## config.mk

```make
export PLATFORM = sky130hd
export DESIGN_NAME = maxpool_engine
export DESIGN_NICKNAME = d
export VERILOG_FILES = /design/src/source/maxpool_data_pkg.sv /design/src/source/maxpool_ctrl_pkg.sv /design/src/source/maxpool_ctrl_if.sv /design/src/source/maxpool_ctrl.sv /design/src/source/pair_comparator.sv /design/src/source/row_buffer.sv /design/src/source/output_stage.sv /design/src/source/maxpool_engine.sv
export VERILOG_INCLUDE_DIRS = /design/src
export SDC_FILE = /design/constraint.sdc
export NUM_CORES = 1
export LEC_CHECK = 0
export ABC_AREA = 1
export BUFFER_PORTS_ARGS = -buffer_cell sky130_fd_sc_hd__buf_4
export CORE_MARGIN = 2
export CORE_UTILIZATION = 54
export DETAILED_ROUTE_END_ITERATION = 10
export GPL_TIMING_DRIVEN = 0
export PLACE_DENSITY = 0.78
export SLEW_MARGIN = 10
export SYNTH_ARGS = -nofsm -noshare
export SYNTH_HDL_FRONTEND = slang
export SYNTH_HIERARCHICAL = 1
export SYNTH_SLANG_ARGS = --single-unit
export TNS_END_PERCENT = 20
```

## constraint.sdc

```tcl
create_clock -name clk -period 2.4 [get_ports clk]
set_input_delay 0.48 -clock clk [delete_from_list [all_inputs] [get_ports clk]]
set_output_delay 0.48 -clock clk [all_outputs]
set_load 0.02 [all_outputs]
```

## src/maxpool_consts.svh

```systemverilog
// maxpool engine sizes.
// lane geometry, row length and word widths for the whole design.
// pooling is always 2x2 over MEMBERS beats per row.

`ifndef MAXPOOL_CONSTS_SVH
`define MAXPOOL_CONSTS_SVH

// ~~~~~~~~~~~~~~~~~~~~~~~~~~~~~~~~~~~~~~~~~~~~~~~~~~~~~~~~~~~~
// lane geometry
// ~~~~~~~~~~~~~~~~~~~~~~~~~~~~~~~~~~~~~~~~~~~~~~~~~~~~~~~~~~~~

`define UNITS 4       // units per group.
`define GROUPS 2      // groups per beat.

// beats in one pixel row, power of two.
`define MEMBERS 4

// ~~~~~~~~~~~~~~~~~~~~~~~~~~~~~~~~~~~~~~~~~~~~~~~~~~~~~~~~~~~~
// widths
// ~~~~~~~~~~~~~~~~~~~~~~~~~~~~~~~~~~~~~~~~~~~~~~~~~~~~~~~~~~~~

`define WORD_WIDTH 8  // signed pixel word.
`define USER_WIDTH 2  // mode bits on s_user.

`endif

```

## src/source/maxpool_data_pkg.sv

```systemverilog
// maxpool data types.
// pixel words, one-word-per-lane vectors and the flat two-copy beat
// that travels on s_data and m_data.

`default_nettype none

`include "maxpool_consts.svh"

package maxpool_data_pkg;

  // lanes per copy, lane index is g*UNITS+u.
  localparam int LANES = `GROUPS * `UNITS;
  localparam int BEAT_WIDTH = 2 * LANES * `WORD_WIDTH;  // both copies.

  // one signed pixel.
  typedef logic signed [`WORD_WIDTH-1:0] word_t;

  // one word per lane, lane 0 in the low bits.
  typedef word_t [LANES-1:0] lanes_t;

  // flat beat, copy 1 in the upper half, copy 0 below.
  typedef logic [BEAT_WIDTH-1:0] beat_t;

  // one keep bit per word, same ordering as beat_t.
  typedef logic [2*LANES-1:0] keep_t;

endpackage

`default_nettype wire

```

## src/source/maxpool_ctrl_pkg.sv

```systemverilog
// maxpool control types.
// row state, row-beat counter and the mode bit positions in s_user.

`default_nettype none

`include "maxpool_consts.svh"

package maxpool_ctrl_pkg;

  // ~~~~~~~~~~~~~~~~~~~~~~~~~~~~~~~~~~~~~~~~~~~~~~~~~~~~~~~~~~~~
  // mode bits
  // ~~~~~~~~~~~~~~~~~~~~~~~~~~~~~~~~~~~~~~~~~~~~~~~~~~~~~~~~~~~~

  localparam int IS_NOT_MAX = 0;  // pass-through requested.
  localparam int IS_MAX = 1;      // 2x2 pooling requested.

  // first row fills the buffer, second row pools against it.
  typedef enum logic {
    row_first  = 1'b0,
    row_second = 1'b1
  } row_state_e;

  // handshakes within the current row.
  typedef logic [$clog2(`MEMBERS)-1:0] count_t;

endpackage

`default_nettype wire

```

## src/source/maxpool_ctrl_if.sv

```systemverilog
// maxpool control bus.
// strobes from the controller that steer the comparator muxes,
// the row buffer and the output stage.

`default_nettype none

interface maxpool_ctrl_if;

  logic sel_stored;    // compare buffer head against tail.
  logic buf_head_en;   // head register loads.
  logic buf_shift_en;  // rest of the chain shifts.
  logic delay_en;      // pass-through register loads.
  logic out_max;       // current output beat is pooled.

  // controller side.
  modport ctrl (
    output sel_stored,
    output buf_head_en,
    output buf_shift_en,
    output delay_en,
    output out_max
  );

  // datapath side.
  modport dp (
    input sel_stored,
    input buf_head_en,
    input buf_shift_en,
    input delay_en,
    input out_max
  );

endinterface

`default_nettype wire

```

## src/source/maxpool_ctrl.sv

```systemverilog
// maxpool controller.
// counts handshakes per row, tracks which row is in flight and stalls
// the input for one cycle after every second-row beat so the comparator
// can be reused on stored values. builds the output valid and last.

`default_nettype none

`include "maxpool_consts.svh"

module maxpool_ctrl (
  input  wire                    clk,
  input  wire                    rst_n,
  input  wire                    clken,
  input  wire                    s_valid,
  input  wire  [`USER_WIDTH-1:0] s_user,
  output logic                   s_ready,
  output logic                   m_valid,
  output logic                   m_last,
  maxpool_ctrl_if.ctrl           ctrl
);

  localparam maxpool_ctrl_pkg::count_t LAST_BEAT =
    maxpool_ctrl_pkg::count_t'(`MEMBERS - 1);

  logic                          handshake;
  logic                          is_max;
  logic                          is_not_max;
  logic                          row_end;      // final beat of the row.
  maxpool_ctrl_pkg::count_t      count;
  maxpool_ctrl_pkg::row_state_e  state;
  logic                          stall;        // cycle after a second-row beat.
  logic                          pass_valid;   // pass-through beat out.
  logic                          max_p1;       // pooled beat, first stage.
  logic                          max_valid;    // pooled beat out.
  logic                          both_second;  // both modes in second row.

  assign is_max = s_user[maxpool_ctrl_pkg::IS_MAX];
  assign is_not_max = s_user[maxpool_ctrl_pkg::IS_NOT_MAX];
  assign handshake = clken && s_valid && s_ready;  // clken freezes everything.
  assign row_end = (count == LAST_BEAT);

  // ~~~~~~~~~~~~~~~~~~~~~~~~~~~~~~~~~~~~~~~~~~~~~~~~~~~~~~~~~~~~
  // row counter and row state
  // ~~~~~~~~~~~~~~~~~~~~~~~~~~~~~~~~~~~~~~~~~~~~~~~~~~~~~~~~~~~~

  always_ff @(posedge clk or negedge rst_n) begin
    if (!rst_n) begin
      count <= '0;
      state <= maxpool_ctrl_pkg::row_first;
    end else if (handshake) begin
      count <= row_end ? '0 : count + 1'b1;  // wraps per row.
      // rows only alternate when pooling.
      if (row_end && is_max) begin
        state <= (state == maxpool_ctrl_pkg::row_first) ?
                 maxpool_ctrl_pkg::row_second : maxpool_ctrl_pkg::row_first;
      end
    end
  end

  // ~~~~~~~~~~~~~~~~~~~~~~~~~~~~~~~~~~~~~~~~~~~~~~~~~~~~~~~~~~~~
  // stall and valid pipeline
  // ~~~~~~~~~~~~~~~~~~~~~~~~~~~~~~~~~~~~~~~~~~~~~~~~~~~~~~~~~~~~

  always_ff @(posedge clk or negedge rst_n) begin
    if (!rst_n) begin
      stall       <= 1'b0;
      pass_valid  <= 1'b0;
      max_p1      <= 1'b0;
      max_valid   <= 1'b0;
      both_second <= 1'b0;
    end else if (clken) begin
      stall      <= handshake && (state == maxpool_ctrl_pkg::row_second);
      pass_valid <= handshake && is_not_max;  // one stage.
      max_p1     <= handshake && is_max && (state == maxpool_ctrl_pkg::row_second);
      max_valid  <= max_p1;                   // second stage.
      // held between beats, so it also covers the pooled beat.
      if (handshake) begin
        both_second <= is_max && is_not_max &&
                       (state == maxpool_ctrl_pkg::row_second);
      end
    end
  end

  assign s_ready = !stall;  // no new beat while comparing stored values.

  // datapath strobes.
  assign ctrl.sel_stored   = stall;
  assign ctrl.buf_head_en  = (handshake && is_max) || stall;  // reload pooled result.
  assign ctrl.buf_shift_en = handshake && is_max;
  assign ctrl.delay_en     = handshake && is_not_max;
  assign ctrl.out_max      = max_valid;

  // pass-through and pooled beats never land in the same cycle.
  assign m_valid = pass_valid || max_valid;

  // counter is back at zero right after the final beat of a row.
  assign m_last = m_valid && ((count == '0) || both_second);

endmodule

`default_nettype wire

```

## src/source/pair_comparator.sv

```systemverilog
// pair comparator.
// per lane, picks either the two copies of the incoming beat or the
// two stored row-buffer words and returns the signed larger one.

`default_nettype none

module pair_comparator (
  input  wire maxpool_data_pkg::beat_t  s_data,
  input  wire maxpool_data_pkg::lanes_t stored_a,  // buffer head.
  input  wire maxpool_data_pkg::lanes_t stored_b,  // buffer tail.
  maxpool_ctrl_if.dp                    ctrl,
  output maxpool_data_pkg::lanes_t      max_out
);

  maxpool_data_pkg::lanes_t copy_0;  // left pixel of each pair.
  maxpool_data_pkg::lanes_t copy_1;  // right pixel.

  assign {copy_1, copy_0} = s_data;

  // ~~~~~~~~~~~~~~~~~~~~~~~~~~~~~~~~~~~~~~~~~~~~~~~~~~~~~~~~~~~~
  // one mux pair and one comparator per lane
  // ~~~~~~~~~~~~~~~~~~~~~~~~~~~~~~~~~~~~~~~~~~~~~~~~~~~~~~~~~~~~

  for (genvar l = 0; l < maxpool_data_pkg::LANES; l++) begin : g_lane
    maxpool_data_pkg::word_t in_a;
    maxpool_data_pkg::word_t in_b;

    // horizontal pair, or first row against second row during stall.
    assign in_a = ctrl.sel_stored ? stored_a[l] : copy_0[l];
    assign in_b = ctrl.sel_stored ? stored_b[l] : copy_1[l];

    // signed compare, ties take in_b which is the same value.
    assign max_out[l] = (in_a > in_b) ? in_a : in_b;
  end

endmodule

`default_nettype wire

```

## src/source/row_buffer.sv

```systemverilog
// row buffer.
// chain of MEMBERS+1 lane registers. the head takes every comparator
// result, the rest shift on handshakes only, so the first-row maximum
// of beat k sits in the tail while second-row beat k is compared.

`default_nettype none

`include "maxpool_consts.svh"

module row_buffer (
  input  wire                           clk,
  input  wire                           rst_n,
  input  wire                           clken,
  maxpool_ctrl_if.dp                    ctrl,
  input  wire maxpool_data_pkg::lanes_t max_in,
  output maxpool_data_pkg::lanes_t      head,
  output maxpool_data_pkg::lanes_t      tail
);

  localparam int DEPTH = `MEMBERS + 1;  // head plus one row.

  maxpool_data_pkg::lanes_t chain [DEPTH];  // index 0 is the head.

  // ~~~~~~~~~~~~~~~~~~~~~~~~~~~~~~~~~~~~~~~~~~~~~~~~~~~~~~~~~~~~
  // head and shift chain
  // ~~~~~~~~~~~~~~~~~~~~~~~~~~~~~~~~~~~~~~~~~~~~~~~~~~~~~~~~~~~~

  always_ff @(posedge clk or negedge rst_n) begin
    if (!rst_n) begin
      for (int m = 0; m < DEPTH; m++) begin
        chain[m] <= '0;
      end
    end else if (clken) begin
      // also loads in the stall cycle, holding the pooled result.
      if (ctrl.buf_head_en) begin
        chain[0] <= max_in;
      end
      // pooled results get pushed in too, but never reach the tail
      // before the next first row overwrites them.
      if (ctrl.buf_shift_en) begin
        for (int m = 1; m < DEPTH; m++) begin
          chain[m] <= chain[m-1];
        end
      end
    end
  end

  assign head = chain[0];        // newest horizontal max.
  assign tail = chain[DEPTH-1];  // same beat, one row back.

endmodule

`default_nettype wire

```

## src/source/output_stage.sv

```systemverilog
// output stage.
// holds the last pass-through beat and selects between it and the
// pooled lanes. pooled beats carry data on copy 0 only, copy 1 is
// masked off through m_keep.

`default_nettype none

module output_stage (
  input  wire                           clk,
  input  wire                           rst_n,
  input  wire                           clken,
  maxpool_ctrl_if.dp                    ctrl,
  input  wire maxpool_data_pkg::beat_t  s_data,
  input  wire maxpool_data_pkg::lanes_t pooled,  // buffer head.
  output maxpool_data_pkg::beat_t       m_data,
  output maxpool_data_pkg::keep_t       m_keep
);

  localparam int LANES = maxpool_data_pkg::LANES;

  maxpool_data_pkg::beat_t  delayed;  // pass-through beat, one cycle late.
  maxpool_data_pkg::lanes_t held_0;
  maxpool_data_pkg::lanes_t held_1;

  // ~~~~~~~~~~~~~~~~~~~~~~~~~~~~~~~~~~~~~~~~~~~~~~~~~~~~~~~~~~~~
  // pass-through delay
  // ~~~~~~~~~~~~~~~~~~~~~~~~~~~~~~~~~~~~~~~~~~~~~~~~~~~~~~~~~~~~

  always_ff @(posedge clk or negedge rst_n) begin
    if (!rst_n) begin
      delayed <= '0;
    end else if (clken && ctrl.delay_en) begin
      delayed <= s_data;  // only non-max beats are captured.
    end
  end

  assign {held_1, held_0} = delayed;

  // output select and keep.
  always_comb begin
    if (ctrl.out_max) begin
      m_data = {held_1, pooled};                  // copy 1 is don't care.
      m_keep = {{LANES{1'b0}}, {LANES{1'b1}}};    // copy 0 words only.
    end else begin
      m_data = {held_1, held_0};
      m_keep = '1;
    end
  end

endmodule

`default_nettype wire

```

## src/source/maxpool_engine.sv

```systemverilog
// maxpool engine, top level.
// 2x2 max pooling on a stream of two-copy beats. non-max beats pass
// through one cycle late, pooled beats leave on copy 0 two cycles after
// the second-row beat. no output back-pressure, downstream always takes
// a beat when m_valid is high.

`default_nettype none

`include "maxpool_consts.svh"

module maxpool_engine (
  input  wire                          clk,
  input  wire                          rst_n,
  input  wire                          clken,
  input  wire                          s_valid,
  input  wire maxpool_data_pkg::beat_t s_data,
  input  wire [`USER_WIDTH-1:0]        s_user,
  output logic                         s_ready,
  output logic                         m_valid,
  output maxpool_data_pkg::beat_t      m_data,
  output maxpool_data_pkg::keep_t      m_keep,
  output logic                         m_last
);

  maxpool_ctrl_if ctrl_bus ();  // controller to datapath strobes.

  maxpool_data_pkg::lanes_t max_out;  // comparator result.
  maxpool_data_pkg::lanes_t head;     // buffer head, pooled result.
  maxpool_data_pkg::lanes_t tail;     // first-row max of the same beat.

  // ~~~~~~~~~~~~~~~~~~~~~~~~~~~~~~~~~~~~~~~~~~~~~~~~~~~~~~~~~~~~
  // control
  // ~~~~~~~~~~~~~~~~~~~~~~~~~~~~~~~~~~~~~~~~~~~~~~~~~~~~~~~~~~~~

  maxpool_ctrl ctrl_i (
    .clk     (clk),
    .rst_n   (rst_n),
    .clken   (clken),
    .s_valid (s_valid),
    .s_user  (s_user),
    .s_ready (s_ready),
    .m_valid (m_valid),
    .m_last  (m_last),
    .ctrl    (ctrl_bus)
  );

  // ~~~~~~~~~~~~~~~~~~~~~~~~~~~~~~~~~~~~~~~~~~~~~~~~~~~~~~~~~~~~
  // datapath
  // ~~~~~~~~~~~~~~~~~~~~~~~~~~~~~~~~~~~~~~~~~~~~~~~~~~~~~~~~~~~~

  pair_comparator comparator_i (
    .s_data   (s_data),
    .stored_a (head),
    .stored_b (tail),
    .ctrl     (ctrl_bus),
    .max_out  (max_out)
  );

  row_buffer buffer_i (
    .clk    (clk),
    .rst_n  (rst_n),
    .clken  (clken),
    .ctrl   (ctrl_bus),
    .max_in (max_out),
    .head   (head),
    .tail   (tail)
  );

  output_stage out_i (
    .clk    (clk),
    .rst_n  (rst_n),
    .clken  (clken),
    .ctrl   (ctrl_bus),
    .s_data (s_data),
    .pooled (head),  // pooled value lands in the head after the stall.
    .m_data (m_data),
    .m_keep (m_keep)
  );

endmodule

`default_nettype wire

```

==> impl_summary.log <==
INFO  metric run_status = complete, but fails checks
INFO  metric failing_checks = negative setup slack
INFO  metric finalSetupViolCount = 65
INFO  metric post_synth_mux_area_share = a little under 3%
INFO  metric clock_skew = 0.02343 ns
INFO  metric postSynth.topFlopCell = dfrtp_1
INFO  metric drt_pre_antenna_iters = 6
INFO  metric initial_antenna_violation_count = 0
INFO  metric synthSimpleGateAreaFrac = 32.87%
INFO  metric async_set_or_reset_flop_fraction_in_the_synthesized_netlist = 100.0%
INFO  metric postLayoutSetupSlackWorst = -0.3827 ns
INFO  metric io-pin-count = 281
INFO  metric yosysUniqueCellTypes = 28
INFO  metric initialDrtViolationCount = roughly 2200
INFO  metric clk_latency = 0.59 ns
INFO  metric port_buffers = around 270
INFO  metric syn_avg_cell_area = 7.912 sq um
INFO  metric synth-xor-area-share = 0%
INFO  metric globalRoute.totalOverflow = 0
INFO  metric rsz0062_at_grt = yes
INFO  metric clk_transition_reported_paths = 0.07 ns
INFO  metric maxCapViolCount = 0
INFO  metric routed_wl = between 80000 and 90000 um
INFO  metric clock-root-buffer = clkbuf_16
INFO  metric dieHeight = 220.1 um
INFO  metric timing.critical_path.from = ctrl_i/ctrl.sel_stored$_DFFE_PN0P_
INFO  metric min-delay-start = s_data[35]
INFO  metric final_layout_size_suffix_gt1_share = 32.31%
INFO  metric route.detailed.wl_per_inst = about 19 um
INFO  metric tritoncts = built
INFO  metric setup.worst_path.start_class = register
INFO  metric htree_num_levels = 2
INFO  metric synth_area = 0.02522 sq mm
INFO  metric yosys.area_share.adder = 3.275%
INFO  metric worst-slew-pin-transition = 0.6996 ns
INFO  metric route.detailed.vias_per_inst = 5.557
INFO  metric synth_compound_gate_area_share = 2.124%
INFO  metric post-route-drc-count = 0
INFO  metric crit-reg2reg-launch = ctrl_i/ctrl.sel_stored$_DFFE_PN0P_
INFO  metric holdWs = between 0.1 and 0.15 ns
INFO  metric synth-warning-count = 6
INFO  metric hold_path.class = input pin to register
INFO  metric core_area = 0.04636 sq mm
INFO  metric first_global_vias = between 20000 and 25000
INFO  metric criticalPathCategory = register to register
INFO  metric hpwlAfterDp = 53060 um
INFO  metric grt_first_pass_wirelength = ~120000 um
INFO  metric postSynthRegisterBits = between 400 and 500
INFO  metric worstPathRequired = roughly 2.9 ns
INFO  metric layout_worst_path_cycle_share = 115.9%
INFO  metric max-clock-path-buffers = 3
INFO  metric worstPathMaxFanout = 10
INFO  metric die_w = approximately 220 um
INFO  metric gr-usage-all-layers = 31.56%
INFO  metric antenna_left = 0
INFO  metric finalSetupTns = -15.03 ns
INFO  metric tritoncts.num_buffers = 48
INFO  metric postSynthCellCount = about 3200
INFO  metric synth-edff-count = 0
INFO  metric die_area = roughly 0.048 sq mm
INFO  metric placed_area = approximately 0.028 sq mm
INFO  metric floorplan.initialDensity = between 50% and 60%
INFO  metric power_per_cell_area = between 1000 and 1500 mW/mm^2
INFO  metric peakVddDrop = 0.7309 mV
INFO  metric layout.nets = 3793
INFO  metric place_worst_setup_slack = -0.8511 ns
INFO  metric antenna_cells_inserted = 0
INFO  metric final_worst_path_period_need = 2.783 ns
INFO  metric numClockSinks = between 400 and 500
INFO  metric design_area = 0.03260 sq mm
INFO  metric syn_to_final_growth = 29.28%
INFO  metric combinational_family_with_the_most_area_after_synthesis = simple AND/OR/NAND/NOR gates
INFO  metric cp_data_arrival_time = approximately 3.3 ns
INFO  metric fp-row-count = 79
INFO  metric total_leakage_power = 0.01786 uW
INFO  metric count_of_final_max_slew_check_failures = 0
INFO  metric max_slew_margin_vs_limit = 53.36%
INFO  metric gp_congestion = approximately 0.9
INFO  metric fmax = 0.3594 GHz
INFO  metric finalHoldViolCount = 0
INFO  metric vias = around 24000
INFO  metric synth_seq_area_share = a little under half
INFO  metric grt_max_degree = 113
INFO  metric critPathCaptureType = register
-- cell type report --
class,count,area [sq um]
Tap cell,607,759.5
Clock inverter,19,264.0
Buffer,389,3015
Fill cell,3421,13760
Timing Repair Buffer,346,2887
Sequential cell,456,11410
Inverter,171,641.9
Multi-Input combinational cell,2181,12180
Clock buffer,71,1439
-- logic make-up after synthesis --
kind of cell / Yosys count
buffers and inverters: 561
muxes: 64
other: 1
adders and majority gates: 66
DFF: 456
AOI/OAI and AO/OA: 96
and+or+nand+nor: 1943
-- path summary, 6_finish.rpt --
kind / slack [ns] / end / cells past startpoint
min in group asynchronous: 0.46 / out_i/delayed[70]$_DFFE_PN0P_ / 2
max: -0.38 / buffer_i/head[15]$_DFFE_PN0P_ / 16
min: 0.13 / out_i/delayed[35]$_DFFE_PN0P_ / 3
max reg2reg: -0.38 / buffer_i/head[15]$_DFFE_PN0P_ / 16
min reg2reg: 0.47 / buffer_i/tail[43]$_DFFE_PN0P_ / 2
max in group asynchronous: 0.46 / buffer_i/head[42]$_DFFE_PN0P_ / 4
-- report_power, final --
| part | total [uW] | switching [uW] | internal [uW] |
|---|---|---|---|
| Combinational | 17900 | 10000 | 7880 |
| Sequential | 12400 | 1920 | 10500 |
| Clock | 8060 | 3250 | 4810 |
| Total | 38300 | 15200 | 23200 |
-- timing repair --
action | in CTS | in global routing
cloned | 4 | 6
setup endpoints to repair | 124 | 181
buffers inserted | 20 | 44
hold buffers | 1 | 0
pin swaps | 29 | 138
gates resized for setup | 175 | 304
hold endpoints to repair | 80 | 0
-- flip-flops by register name, summed over array words and instances, names as in the netlist --
signal / count
ctrl_i/ctrl.out_max: 1
ctrl_i/state: 1
ctrl_i/both_second: 1
ctrl_i/pass_valid: 1
ctrl_i/count: 2
buffer_i/head: 64
out_i/delayed: 128
ctrl_i/ctrl.sel_stored: 1
buffer_i/tail: 64
buffer_i/chain: 192
ctrl_i/max_p1: 1
-- critical path, stage by stage, from the launching register on --
cell and delay, ns:
dfrtp_2 0.47, buf_12 0.20, buf_16 0.16, buf_6 0.17, nand2_1 0.12, o21ai_1 0.20
ha_4 0.26, nand2_2 0.11, nor2_2 0.07, nor2_4 0.16, nand2_4 0.09, nand2_4 0.10
nand3_4 0.15, nand2_1 0.11, nand2_1 0.11, nand3_1 0.12, nand2_1 0.06
-- per-layer routing --
metal / wire, um / up-vias / share of wire (%) / GRT usage, %
met1: 32090 / 11300 / 39 / 42.39
met5: 0 / - / 0 / 0
met3: 7178 / 281 / 8.8 / 6.335
met4: 4447 / 0 / 5.4 / 12.13
met2: 38120 / 1165 / 47 / 50.47
li1: - / 10820 / - / -
-- cell usage in the layout, fill, tap and decap left out, types with 13 or more instances in the layout --
cell and n:
buf_12 14, o21ai_2 40, nand4_1 64, mux2_2 15, nand3_4 16, nand2_1 1266, dfrtp_1 455, nand2_2 86
buf_6 38, nand3_2 13, inv_1 161, mux2_4 49, ha_4 43, nand3_1 441, buf_4 578, ha_1 18
clkbuf_8 13, clkbuf_16 53, nand2_4 25, nor2_4 18, buf_2 80, o21ai_4 13
-- synthesized netlist by cell type (2+ instances only) --
| cell | number | area share [%] |
|---|---|---|
| clkbuf_1 | 4 | 0.060 |
| ha_1 | 66 | 3.3 |
| nor2_1 | 27 | 0.40 |
| mux2_2 | 62 | 2.8 |
| o21ai_2 | 8 | 0.28 |
| o21ai_1 | 25 | 0.50 |
| a21o_1 | 8 | 0.24 |
| nand2_2 | 10 | 0.25 |
| nand3_4 | 8 | 0.56 |
| inv_1 | 171 | 2.5 |
| nand2_1 | 1364 | 20 |
| buf_2 | 93 | 1.8 |
| buf_6 | 28 | 1.3 |
| dfrtp_1 | 456 | 45 |
| nand3_1 | 452 | 9.0 |
| o21ai_0 | 36 | 0.71 |
| clkbuf_2 | 2 | 0.040 |
| nand4_2 | 8 | 0.40 |
| buf_4 | 263 | 7.8 |
| nand4_1 | 64 | 1.6 |
| a21oi_1 | 16 | 0.32 |
| o22ai_1 | 2 | 0.050 |
| mux2_4 | 2 | 0.12 |
| nand3_2 | 8 | 0.32 |
-- stage by stage --
stage          instances  utilization, %  power, uW
2_1_floorplan       3194               -      21510
3_3_place_gp        4073           60.54      25550
3_5_place_dp        4077           60.79      25900
4_1_cts             4192           66.52      35330
5_1_grt             4240           70.32      40410
6_report            4240           70.32      38350
(Power assumes the default switching activity.)
